**src/logic/aluPkg.sv**
```systemverilog
// Shared definitions for the 16-bit arithmetic calculator.
// Widths, opcode encoding and the packed structs passed between the blocks.

`default_nettype none

package aluPkg;

	// ------------------------------------------------------------
	// Widths
	// ------------------------------------------------------------

	// One operand.
	localparam int operandWidth = 16;
	// Full product width, also the result bus.
	localparam int resultWidth = 32;
	// Opcode field.
	localparam int opWidth = 4;
	// One select line per opcode value.
	localparam int opCount = 2 ** opWidth;
	// Row 0 is formed from a[0] directly, so one row less than the operand.
	localparam int mulRows = operandWidth - 1;

	typedef logic [operandWidth-1:0] operand_t;
	typedef logic [resultWidth-1:0] result_t;

	// ------------------------------------------------------------
	// Opcodes and bundles
	// ------------------------------------------------------------

	// Codes not listed here produce a zero result.
	typedef enum logic [opWidth-1:0] {
		opMul = 4'd2,
		opDiv = 4'd3,
		opMod = 4'd4,
		opAdd = 4'd10,
		opSub = 4'd11
	} aluOp_e;

	typedef struct packed {
		operand_t a;
		operand_t b;
		aluOp_e op;
	} aluRequest_t;

	// Divide-by-zero in the high bit, overflow in the low bit.
	typedef struct packed {
		logic divideByZero;
		logic overflow;
	} aluError_t;

	// Raw outputs of all arithmetic units, before selection.
	typedef struct packed {
		operand_t sum;
		logic addOverflow;
		result_t product;
		operand_t quotient;
		operand_t remainder;
		logic divideByZero;
	} arithResults_t;

endpackage

`default_nettype wire

```
**src/logic/addSubUnit.sv**
```systemverilog
// Ripple-carry adder/subtractor for two 16-bit operands.
// Subtract is a plus inverted b plus one; overflow is the carry out for add
// and the carry-in/carry-out disagreement at the top bit for subtract.

`timescale 1ns/1ps
`default_nettype none

module addSubUnit (
	input wire aluPkg::operand_t a,
	input wire aluPkg::operand_t b,
	input wire aluPkg::aluOp_e op,
	output aluPkg::operand_t sum,
	output logic overflow
);

	// High for subtract, low for add and every other code.
	logic subMode;
	// Operand b after conditional inversion.
	aluPkg::operand_t bEff;
	// Carry into each bit, plus the final carry out.
	logic [aluPkg::operandWidth:0] carry;

	// ------------------------------------------------------------
	// Mode and operand conditioning
	// ------------------------------------------------------------

	assign subMode = (op == aluPkg::opSub);

	// Ones complement of b in subtract mode.
	assign bEff = b ^ {aluPkg::operandWidth{subMode}};

	// The extra one of the twos complement enters as carry-in.
	assign carry[0] = subMode;

	// ------------------------------------------------------------
	// Full-adder chain
	// ------------------------------------------------------------

	for (genvar i = 0; i < aluPkg::operandWidth; i++)
	begin : gBit
		// Propagate term of this cell.
		logic halfSum;

		assign halfSum = a[i] ^ bEff[i];
		assign sum[i] = halfSum ^ carry[i];
		// Generate, or propagate the incoming carry.
		assign carry[i+1] = (a[i] & bEff[i]) | (halfSum & carry[i]);
	end

	// ------------------------------------------------------------
	// Overflow rule
	// ------------------------------------------------------------

	// Add: unsigned carry out.
	// Subtract: carries into and out of the top bit differ.
	assign overflow = subMode
		? (carry[aluPkg::operandWidth-1] ^ carry[aluPkg::operandWidth])
		: carry[aluPkg::operandWidth];

endmodule

`default_nettype wire

```
**src/logic/multiplierRow.sv**
```systemverilog
// One row of the shift-and-add array multiplier.
// Adds the gated multiplicand to the previous partial sum shifted right by one.

`timescale 1ns/1ps
`default_nettype none

module multiplierRow (
	input wire aluPkg::operand_t partial,
	input wire logic carryIn,
	input wire aluPkg::operand_t multiplicand,
	input wire logic multiplierBit,
	output logic productBit,
	output aluPkg::operand_t nextPartial,
	output logic carryOut
);

	// Previous partial sum moved down one place.
	aluPkg::operand_t shifted;
	// Multiplicand, or zero when this multiplier bit is clear.
	aluPkg::operand_t addend;

	// ------------------------------------------------------------
	// Row inputs
	// ------------------------------------------------------------

	// Low bit of the previous row has already left as a product bit.
	// Previous carry drops into the top position.
	assign shifted = {carryIn, partial[aluPkg::operandWidth-1:1]};

	// Partial product for this multiplier bit.
	assign addend = multiplicand & {aluPkg::operandWidth{multiplierBit}};

	// ------------------------------------------------------------
	// Row adder
	// ------------------------------------------------------------

	// 17-bit result keeps the carry for the next row.
	assign {carryOut, nextPartial} = shifted + addend;

	// Lowest bit of this row is final.
	assign productBit = nextPartial[0];

endmodule

`default_nettype wire

```
**src/logic/arrayMultiplier.sv**
```systemverilog
// Unsigned 16 x 16 array multiplier.
// Row 0 is a[0] gating b, then one shift-and-add row per remaining bit of a.
// Each row retires one product bit; the last row supplies the top half.

`timescale 1ns/1ps
`default_nettype none

module arrayMultiplier (
	input wire aluPkg::operand_t a,
	input wire aluPkg::operand_t b,
	output aluPkg::result_t product
);

	// Partial sum leaving each row, index 0 is the initial row.
	aluPkg::operand_t partialChain [aluPkg::mulRows+1];
	// Carry leaving each row, index 0 feeds the first adder row.
	logic [aluPkg::mulRows:0] carryChain;
	// One retired product bit per adder row.
	logic [aluPkg::mulRows-1:0] rowBits;

	// ------------------------------------------------------------
	// First partial product
	// ------------------------------------------------------------

	// b gated by the low bit of a.
	assign partialChain[0] = b & {aluPkg::operandWidth{a[0]}};

	// Nothing to carry before the first addition.
	assign carryChain[0] = 1'b0;

	// ------------------------------------------------------------
	// Adder rows
	// ------------------------------------------------------------

	for (genvar r = 0; r < aluPkg::mulRows; r++)
	begin : gRow
		// Row r handles multiplier bit a[r+1].
		multiplierRow uRow (
			.partial(partialChain[r]),
			.carryIn(carryChain[r]),
			.multiplicand(b),
			.multiplierBit(a[r+1]),
			.productBit(rowBits[r]),
			.nextPartial(partialChain[r+1]),
			.carryOut(carryChain[r+1])
		);
	end

	// ------------------------------------------------------------
	// Product assembly
	// ------------------------------------------------------------

	// Bit 0 comes straight from the first partial product.
	// Bits 15 down to 1 are the retired row bits.
	// Last row's remaining partial fills bits 30 down to 16, its carry bit 31.
	assign product = {
		carryChain[aluPkg::mulRows],
		partialChain[aluPkg::mulRows][aluPkg::operandWidth-1:1],
		rowBits,
		partialChain[0][0]
	};

endmodule

`default_nettype wire

```
**src/logic/divideUnit.sv**
```systemverilog
// Unsigned 16-bit divider.
// Produces quotient and remainder, both zero when the divisor is zero.

`timescale 1ns/1ps
`default_nettype none

module divideUnit (
	input wire aluPkg::operand_t dividend,
	input wire aluPkg::operand_t divisor,
	output aluPkg::operand_t quotient,
	output aluPkg::operand_t remainder,
	output logic divideByZero
);

	// Raw divider outputs, undefined for a zero divisor.
	aluPkg::operand_t rawQuotient;
	aluPkg::operand_t rawRemainder;

	// ------------------------------------------------------------
	// Zero-divisor detect
	// ------------------------------------------------------------

	assign divideByZero = (divisor == '0);

	// ------------------------------------------------------------
	// Division
	// ------------------------------------------------------------

	assign rawQuotient = dividend / divisor;
	assign rawRemainder = dividend % divisor;

	// Zero out both results on a zero divisor.
	assign quotient = divideByZero ? '0 : rawQuotient;
	assign remainder = divideByZero ? '0 : rawRemainder;

endmodule

`default_nettype wire

```
**src/logic/resultSelect.sv**
```systemverilog
// Opcode decoder and result selector with the output register.
// Decodes op one-hot, picks the matching arithmetic result with an AND-OR mux,
// gates the error flags by opcode class and registers result and error.

`timescale 1ns/1ps
`default_nettype none

module resultSelect (
	input wire logic clk,
	input wire logic rstN,
	input wire aluPkg::aluOp_e op,
	input wire aluPkg::arithResults_t arith,
	output aluPkg::result_t result,
	output aluPkg::aluError_t error
);

	// One line per opcode value.
	logic [aluPkg::opCount-1:0] select;
	// Result candidate per opcode value, unused codes stay zero.
	aluPkg::result_t [aluPkg::opCount-1:0] channels;
	// Sum with the overflow bit placed at bit 16.
	aluPkg::result_t addSubWord;
	aluPkg::result_t muxOut;
	aluPkg::aluError_t errorNext;
	logic isAddSub;
	logic isDivide;

	// ------------------------------------------------------------
	// Decoder
	// ------------------------------------------------------------

	always_comb
	begin
		select = '0;
		select[op] = 1'b1;
	end

	// ------------------------------------------------------------
	// Channels and AND-OR mux
	// ------------------------------------------------------------

	// Upper bits zero-extend.
	assign addSubWord = aluPkg::result_t'({arith.addOverflow, arith.sum});

	always_comb
	begin
		channels = '0;
		channels[aluPkg::opMul] = arith.product;
		channels[aluPkg::opDiv] = aluPkg::result_t'(arith.quotient);
		channels[aluPkg::opMod] = aluPkg::result_t'(arith.remainder);
		channels[aluPkg::opAdd] = addSubWord;
		channels[aluPkg::opSub] = addSubWord;
	end

	always_comb
	begin
		muxOut = '0;
		for (int i = 0; i < aluPkg::opCount; i++)
		begin
			muxOut = muxOut | (channels[i] & {aluPkg::resultWidth{select[i]}});
		end
	end

	// ------------------------------------------------------------
	// Error gating
	// ------------------------------------------------------------

	assign isAddSub = select[aluPkg::opAdd] | select[aluPkg::opSub];
	assign isDivide = select[aluPkg::opDiv] | select[aluPkg::opMod];

	// Each flag only counts for its own opcode class.
	assign errorNext.overflow = isAddSub & arith.addOverflow;
	assign errorNext.divideByZero = isDivide & arith.divideByZero;

	// ------------------------------------------------------------
	// Output register
	// ------------------------------------------------------------

	always_ff @(posedge clk or negedge rstN)
	begin
		if (!rstN)
		begin
			result <= '0;
			error <= '0;
		end
		else
		begin
			result <= muxOut;
			error <= errorNext;
		end
	end

	// ------------------------------------------------------------
	// Assertions
	// ------------------------------------------------------------

	// Decoder never selects two channels at once.
	aSelectOneHot : assert property (@(posedge clk) disable iff (!rstN)
		$onehot0(select))
		else $error("resultSelect: more than one channel selected");

	// Registered overflow belongs to an add or subtract one cycle back.
	aOverflowOp : assert property (@(posedge clk) disable iff (!rstN)
		error.overflow |-> ($past(op) inside {aluPkg::opAdd, aluPkg::opSub}))
		else $error("resultSelect: overflow flagged for a non add/sub opcode");

	// Divider must have zeroed its outputs.
	aZeroDivResult : assert property (@(posedge clk) disable iff (!rstN)
		error.divideByZero |-> (result == '0))
		else $error("resultSelect: nonzero result with divide-by-zero");

endmodule

`default_nettype wire

```
**src/logic/aluCalc.sv**
```systemverilog
// Top level of the 16-bit arithmetic calculator.
// Three combinational units work on every request in parallel; the selector
// picks one result by opcode and registers it, one cycle of latency.

`timescale 1ns/1ps
`default_nettype none

module aluCalc (
	input wire logic clk,
	input wire logic rstN,
	input wire aluPkg::aluRequest_t request,
	output aluPkg::result_t result,
	output aluPkg::aluError_t error
);

	// All unit outputs, gathered for the selector.
	aluPkg::arithResults_t arith;

	// ------------------------------------------------------------
	// Arithmetic units
	// ------------------------------------------------------------

	// Add or subtract, chosen by the opcode.
	addSubUnit uAddSub (
		.a(request.a),
		.b(request.b),
		.op(request.op),
		.sum(arith.sum),
		.overflow(arith.addOverflow)
	);

	// Full 32-bit unsigned product.
	arrayMultiplier uMultiplier (
		.a(request.a),
		.b(request.b),
		.product(arith.product)
	);

	// Quotient and remainder share one divider.
	divideUnit uDivide (
		.dividend(request.a),
		.divisor(request.b),
		.quotient(arith.quotient),
		.remainder(arith.remainder),
		.divideByZero(arith.divideByZero)
	);

	// ------------------------------------------------------------
	// Selection and output register
	// ------------------------------------------------------------

	resultSelect uSelect (
		.clk(clk),
		.rstN(rstN),
		.op(request.op),
		.arith(arith),
		.result(result),
		.error(error)
	);

endmodule

`default_nettype wire

```
**config.mk**
```make
export PLATFORM = sky130hd
export DESIGN_NAME = aluCalc
export DESIGN_NICKNAME = d
export VERILOG_FILES = /design/src/logic/aluPkg.sv /design/src/logic/addSubUnit.sv /design/src/logic/multiplierRow.sv /design/src/logic/arrayMultiplier.sv /design/src/logic/divideUnit.sv /design/src/logic/resultSelect.sv /design/src/logic/aluCalc.sv
export SDC_FILE = /design/constraint.sdc
export NUM_CORES = 1
export LEC_CHECK = 0
export ABC_AREA = 1
export ABC_CLOCK_PERIOD_IN_PS = 1100
export BUFFER_PORTS_ARGS = -buffer_cell sky130_fd_sc_hd__buf_2
export CAP_MARGIN = 10
export CORE_MARGIN = 2
export CORE_UTILIZATION = 35
export DETAILED_ROUTE_END_ITERATION = 12
export SETUP_SLACK_MARGIN = 0.1
export SYNTH_ARGS = -nofsm -noshare
export SYNTH_HDL_FRONTEND = slang
export SYNTH_SLANG_ARGS = --single-unit
export TNS_END_PERCENT = 50
```
**constraint.sdc**
```tcl
create_clock -name clk -period 1.1 [get_ports clk]
set_input_delay 0.22 -clock clk [delete_from_list [all_inputs] [get_ports clk]]
set_output_delay 0.22 -clock clk [all_outputs]
set_load 0.05 [all_outputs]
```
==> results.md, run 1 <==
* Yosys cell types at 57
* CTS clock-pin slew for the worst setup and hold paths at 0.05 ns
* Clock root buffer: clkbuf_16
* CP Capture Point: uSelect.result[15]
* DR vias at 23766
* Critical path capture point type: register
* Port bufs at 71
* RSZ-0062 raised after global routing: true
* Initial antenna violation count at 1
* Final setup violation count at 41
* CP Launch Point: request[4]
* H-tree lvl count at 2
* Nets at 4723
* Largest net degree at the start of global routing at 25
* TritonCTS clock tree: built
* First-pass GRT wire length at 108000 microns
* CP required at 1.26 ns
* Largest area contributor in the netlist: ha_1
* Slew HR at 66.6%
* Synth warn at 0
* Synth async-reset ratio at 100%
* Max-Cap Viols at 0
* DRT iter0 DRCs at 1230
* Via-to-Cell Ratio at 4.71
* Setup ws final at -23.30 ns
* Final HPWL DP at 54600 microns
* Area Growth Syn to Fin at 52.0%
* Num CTS Buffers at 5
* Max Root-Sink Buffers at 2
* Status: finished, violations left
* Final TNS setup at -573.69 ns
* Synthesized area at 20700 sq um
* Register area share after synthesis at 4.10%
* Crit-path max FO at 10
* Post-synth EDFFs at 0
* Syn Nets at 3827
* Max stage delay on crit path at 0.32 ns
* Fmax at 0.0410 GHz
* Core Box Area at 58800 sq um
* Ports at 72
* Class of the worst hold path: input pin to register
* Antenna violation net count after detailed routing at 0
* Final Cycle Share at 2220%
* Ys flop type: dfrtp_1
* Num Clock Sinks at 34
* Drt wl/cell at 13.7 microns
* Ranking of synthesized cells by area: ha_1 23%, nand2_1 14%, inv_1 13%, xor2_1 8.3%, a21oi_1 6.5%
* Crit start category: input pin
* DRC Markers at 0
* Share of cells above drive strength 1 at 37.4%
* Grt ovf at 0
* Hold Vio Cnt, Final at 0
* CP most frequent cell: nand2_2
* Die X at 247 microns
* Kind of critical path: input pin to register
* Min-delay src: request[1]
* Number of synthesized register bits at 34
* Slowest-stage cell, CP: ha_1
* Die height at 247 microns
* Share of the synthesized area in the top cell type at 22.9%
* Vias in the first global route at 22257
* Drt pass-1 iters at 5
* Row count at 89
* Worst Max-Slew Pin Slew at 0.501 ns
* Tmin final at 24.40 ns
* CP Data Arrival Time at 24.57 ns
* Total Routed Length at 69300 microns
* Violated checks: setup timing
* Total GRT Usage at 21.3%
* Routability cong. at 0.956
* Starting Density at 35.3%
* Die area at 61200 sq um
* Mapped Cells at 3378
* Slew Viols, Final at 0
* Mapped Avg Cell Area at 6.14 sq um
-- synth_stat cells (31+ instances only) --
cell type / n
clkbuf_1: 46
nand3_2: 46
nand2_1: 771
nand2_2: 53
ha_1: 380
inv_1: 702
fa_1: 31
nor2_1: 153
o21ai_0: 95
nand3_1: 171
o21bai_1: 79
dfrtp_1: 34
xnor2_1: 46
a21oi_1: 270
xor2_1: 196
or2_2: 46
-- metal layers --
layer | part of all wire (%) | GRT usage (%) | up-vias
met4 | 2.1 | 3.40 | 0
met5 | 0 | 0 | -
met1 | 46 | 28.2 | 10704
met3 | 4.7 | 2.18 | 95
li1 | - | - | 12517
met2 | 47 | 37.6 | 450
-- repair_timing --
action / CTS / global route
pin swaps: 91 / 293
hold endpoints to repair: 10 / 0
setup endpoints to repair: 68 / 68
gates cloned: 3 / 1
buffers inserted: 57 / 71
hold buffers: 1 / 0
resized for setup: 180 / 336
-- cells in the final DEF, fill, tap and decap left out, types with 11 or more instances in the layout --
master	netlist	routed
nand3_4	1	15
o21bai_1	79	70
nor2_1	153	145
nand2_2	53	126
nor3_2	0	11
a21oi_2	1	69
nand3_2	46	58
inv_2	20	47
o21ai_1	12	31
dfrtp_1	34	34
and2_1	26	23
buf_4	5	882
fa_1	31	22
o211ai_1	11	11
buf_2	22	32
xnor2_1	46	39
nand2_4	3	26
xor2_1	196	194
nand4_1	13	13
o21ai_2	9	35
ha_1	380	316
ha_4	0	59
nor2_2	5	12
nand2_1	771	675
inv_1	702	662
nand3_1	171	146
buf_12	0	12
or2_2	46	45
a21o_1	13	13
buf_6	11	51
a21oi_1	270	194
o21ai_0	95	40
-- worst max-delay path: cells and delay by family --
family          cells  cell delay, ns
compound gates     44            6.25
fa+ha+maj          16            4.05
buf+inv            37            3.21
simple gates      136           10.82
-- worst min-delay path by stage --
stage | to | slack, ns | depth (start not counted)
2_1_floorplan | uSelect.error[0] | -0.08 | 0
3_3_place_gp | uSelect.result[13] | 0.14 | 1
3_5_place_dp | uSelect.result[13] | 0.14 | 1
4_1_cts | uSelect.error[1] | 0.27 | 4
5_1_grt | uSelect.error[1] | 0.29 | 4
6_report | uSelect.error[1] | 0.27 | 4
-- final cells by class --
type                            instances  area (sq um)
Clock buffer                            5           125
Timing Repair Buffer                  982          7690
Clock inverter                          2          10.0
Antenna cell                            1          2.50
Multi-Input combinational cell       2527         19100
Fill cell                            5497         27300
Sequential cell                        34           851
Inverter                              724          2770
Tap cell                              773           967
-- kinds of logic (layout without fill, tap and decap cells) --
family,Yosys count,after routing,share of synthesized area (%)
XOR/XNOR,242,242,10.2
buffers and inverters,819,1713,15.4
AND/OR/NAND/NOR,1328,1330,28.9
other,0,1,0
AO/OA/AOI/OAI,544,544,15.4
flip-flops,34,34,4.10
adder cells (fa/ha/maj),411,411,25.9
-- stage by stage --
stage               instance area (sq um)  cells  hold slack [ns]  util (%)  setup WS [ns]
floorplan                           21400   3378          -0.0756         -         -21.72
global placement                    28100   4907            0.135      47.8         -22.53
detailed placement                  28100   4907            0.138      47.8         -23.30
CTS                                 29500   4975            0.266      50.1         -22.38
global route                        31500   5047            0.291      53.6         -25.21
finish                              31500   5048            0.266      53.6         -23.30
-- sequential cells by signal, indices dropped and copies added (netlist names) --
name / flops
uSelect.result: 32
uSelect.error: 2
Power of run 1 is left out: the tool's default activity adds up to more than one toggle a clock period on the data nets, which glitch-free logic cannot reach.
==> run 2: changes to the inputs <==
CORE_MARGIN = unset   (was 2)
==> run 2 against run 1 <==
Via count about the same. Die area is 1.6% lower. Setup slack better by 0.26 ns. Critical endpoint unchanged. Critical path depth grew 8. Flip-flop and latch count unchanged. The run still ends with setup timing left.
==> results.md, run 2 (same netlist as run 1, synthesis figures left out) <==
* Status: finished, violations left
* Violated checks: setup timing
* Initial antenna violation count at 0
* Crit-path max FO at 7
* Largest net degree at the start of global routing at 26
* TritonCTS clock tree: built
* Class of the worst hold path: input pin to register
* Area Growth Syn to Fin at 51.8%
* Max Root-Sink Buffers at 2
* CP Capture Point: uSelect.result[15]
* Final HPWL DP at 54800 microns
* Worst Max-Slew Pin Slew at 0.537 ns
* Total Routed Length at 69000 microns
* Die X at 245 microns
* Critical path capture point type: register
* Clock root buffer: clkbuf_16
* DRT iter0 DRCs at 1204
* Kind of critical path: input pin to register
* Drt pass-1 iters at 5
* Port bufs at 71
* Setup ws final at -23.04 ns
* Grt ovf at 0
* Most frequent cells in the layout: 886 x buf_4, 663 x nand2_1, 660 x inv_1
* Final setup violation count at 40
* Core Box Area at 58100 sq um
* Tmin final at 24.14 ns
* Ports at 72
* Starting Density at 35.7%
* Place WS at -23.28 ns
* Drt wl/cell at 13.7 microns
* Max-Cap Viols at 0
* CTS clock-pin slew for the worst setup and hold paths at 0.05 ns
* Hold Vio Cnt, Final at 0
* Vias in the first global route at 22167
* CP most frequent cell: nand2_2
* Slew HR at 64.2%
* First-pass GRT wire length at 107000 microns
* Share of cells above drive strength 1 at 37.7%
* Row count at 88
* CP Launch Point: request[4]
* Worst hold path cell count at 4
* Routability cong. at 0.926
* Largest registers: uSelect.result: 32 flops, uSelect.error: 2 flops
* CP required at 1.26 ns
* Fmax at 0.0414 GHz
* Nets at 4735
* DRC Markers at 0
* Total GRT Usage at 21.7%
* Die area at 60200 sq um
* Slew Viols, Final at 0
* H-tree lvl count at 2
* Max stage delay on crit path at 0.30 ns
* Slowest-stage cell, CP: ha_1
* Antenna violation net count after detailed routing at 0
* Die height at 245 microns
* Commonest non-fill, non-tap cell in the layout: buf_4
* Final TNS setup at -569.80 ns
* Via-to-Cell Ratio at 4.71
* DR vias at 23776
* Largest register FFs at 32
* CP Data Arrival Time at 24.30 ns
* Biggest register: uSelect.result
* Num Clock Sinks at 34
* Final Cycle Share at 2190%
* Antenna cells at 0
* Crit start category: input pin
* WHS at 0.307 ns
* Num CTS Buffers at 5
* RSZ-0062 raised after global routing: true
[run 2: worst min path at each step]
stage                        end       start
6_report        uSelect.error[1]  request[1]
5_1_grt        uSelect.result[2]        rstN
4_1_cts         uSelect.error[1]  request[1]
3_5_place_dp   uSelect.result[9]        rstN
3_3_place_gp   uSelect.result[9]        rstN
2_1_floorplan   uSelect.error[0]        rstN
[run 2: layout make-up]
| cell class | count | area [sq um] |
|---|---|---|
| multi-input combinational | 2528 | 19000 |
| tap | 765 | 957 |
| fill | 5489 | 26700 |
| clock buffer | 6 | 139 |
| timing repair inverter | 1 | 5.00 |
| timing repair buffer | 992 | 7720 |
| inverter | 724 | 2770 |
| sequential | 34 | 851 |
[run 2: through the flow]
step / utilization [%] / cells / cell area, sq um
after floorplan: - / 3378 / 21400
after global placement: 48.5 / 4910 / 28200
after detailed placement: 48.5 / 4910 / 28200
after CTS: 50.8 / 4981 / 29600
after global routing: 54.1 / 5050 / 31500
final: 54.1 / 5050 / 31500
[run 2: layer usage]
metal	up-vias	track usage, %	wire length (microns)
li1	12526	-	-
met1	10685	29.0	32100
met2	472	36.9	31400
met3	93	2.56	3500
met4	0	5.19	2100
met5	-	0	0
[run 2: critical path, delay by kind of cell]
family                   cells  cell delay (ns)
adder cells (fa/ha/maj)     16             4.14
AO/OA/AOI/OAI               46             6.23
buffers and inverters       29             2.00
AND/OR/NAND/NOR            150            11.69
[run 2: what timing repair did]
item	in CTS	in global routing
buffers inserted	61	69
hold endpoints to repair	9	0
pin swaps	83	297
cloned	3	2
resized for setup	186	332
hold buffers	1	0
endpoints found under the setup margin	68	68
Power of run 2 is left out for the same reason.
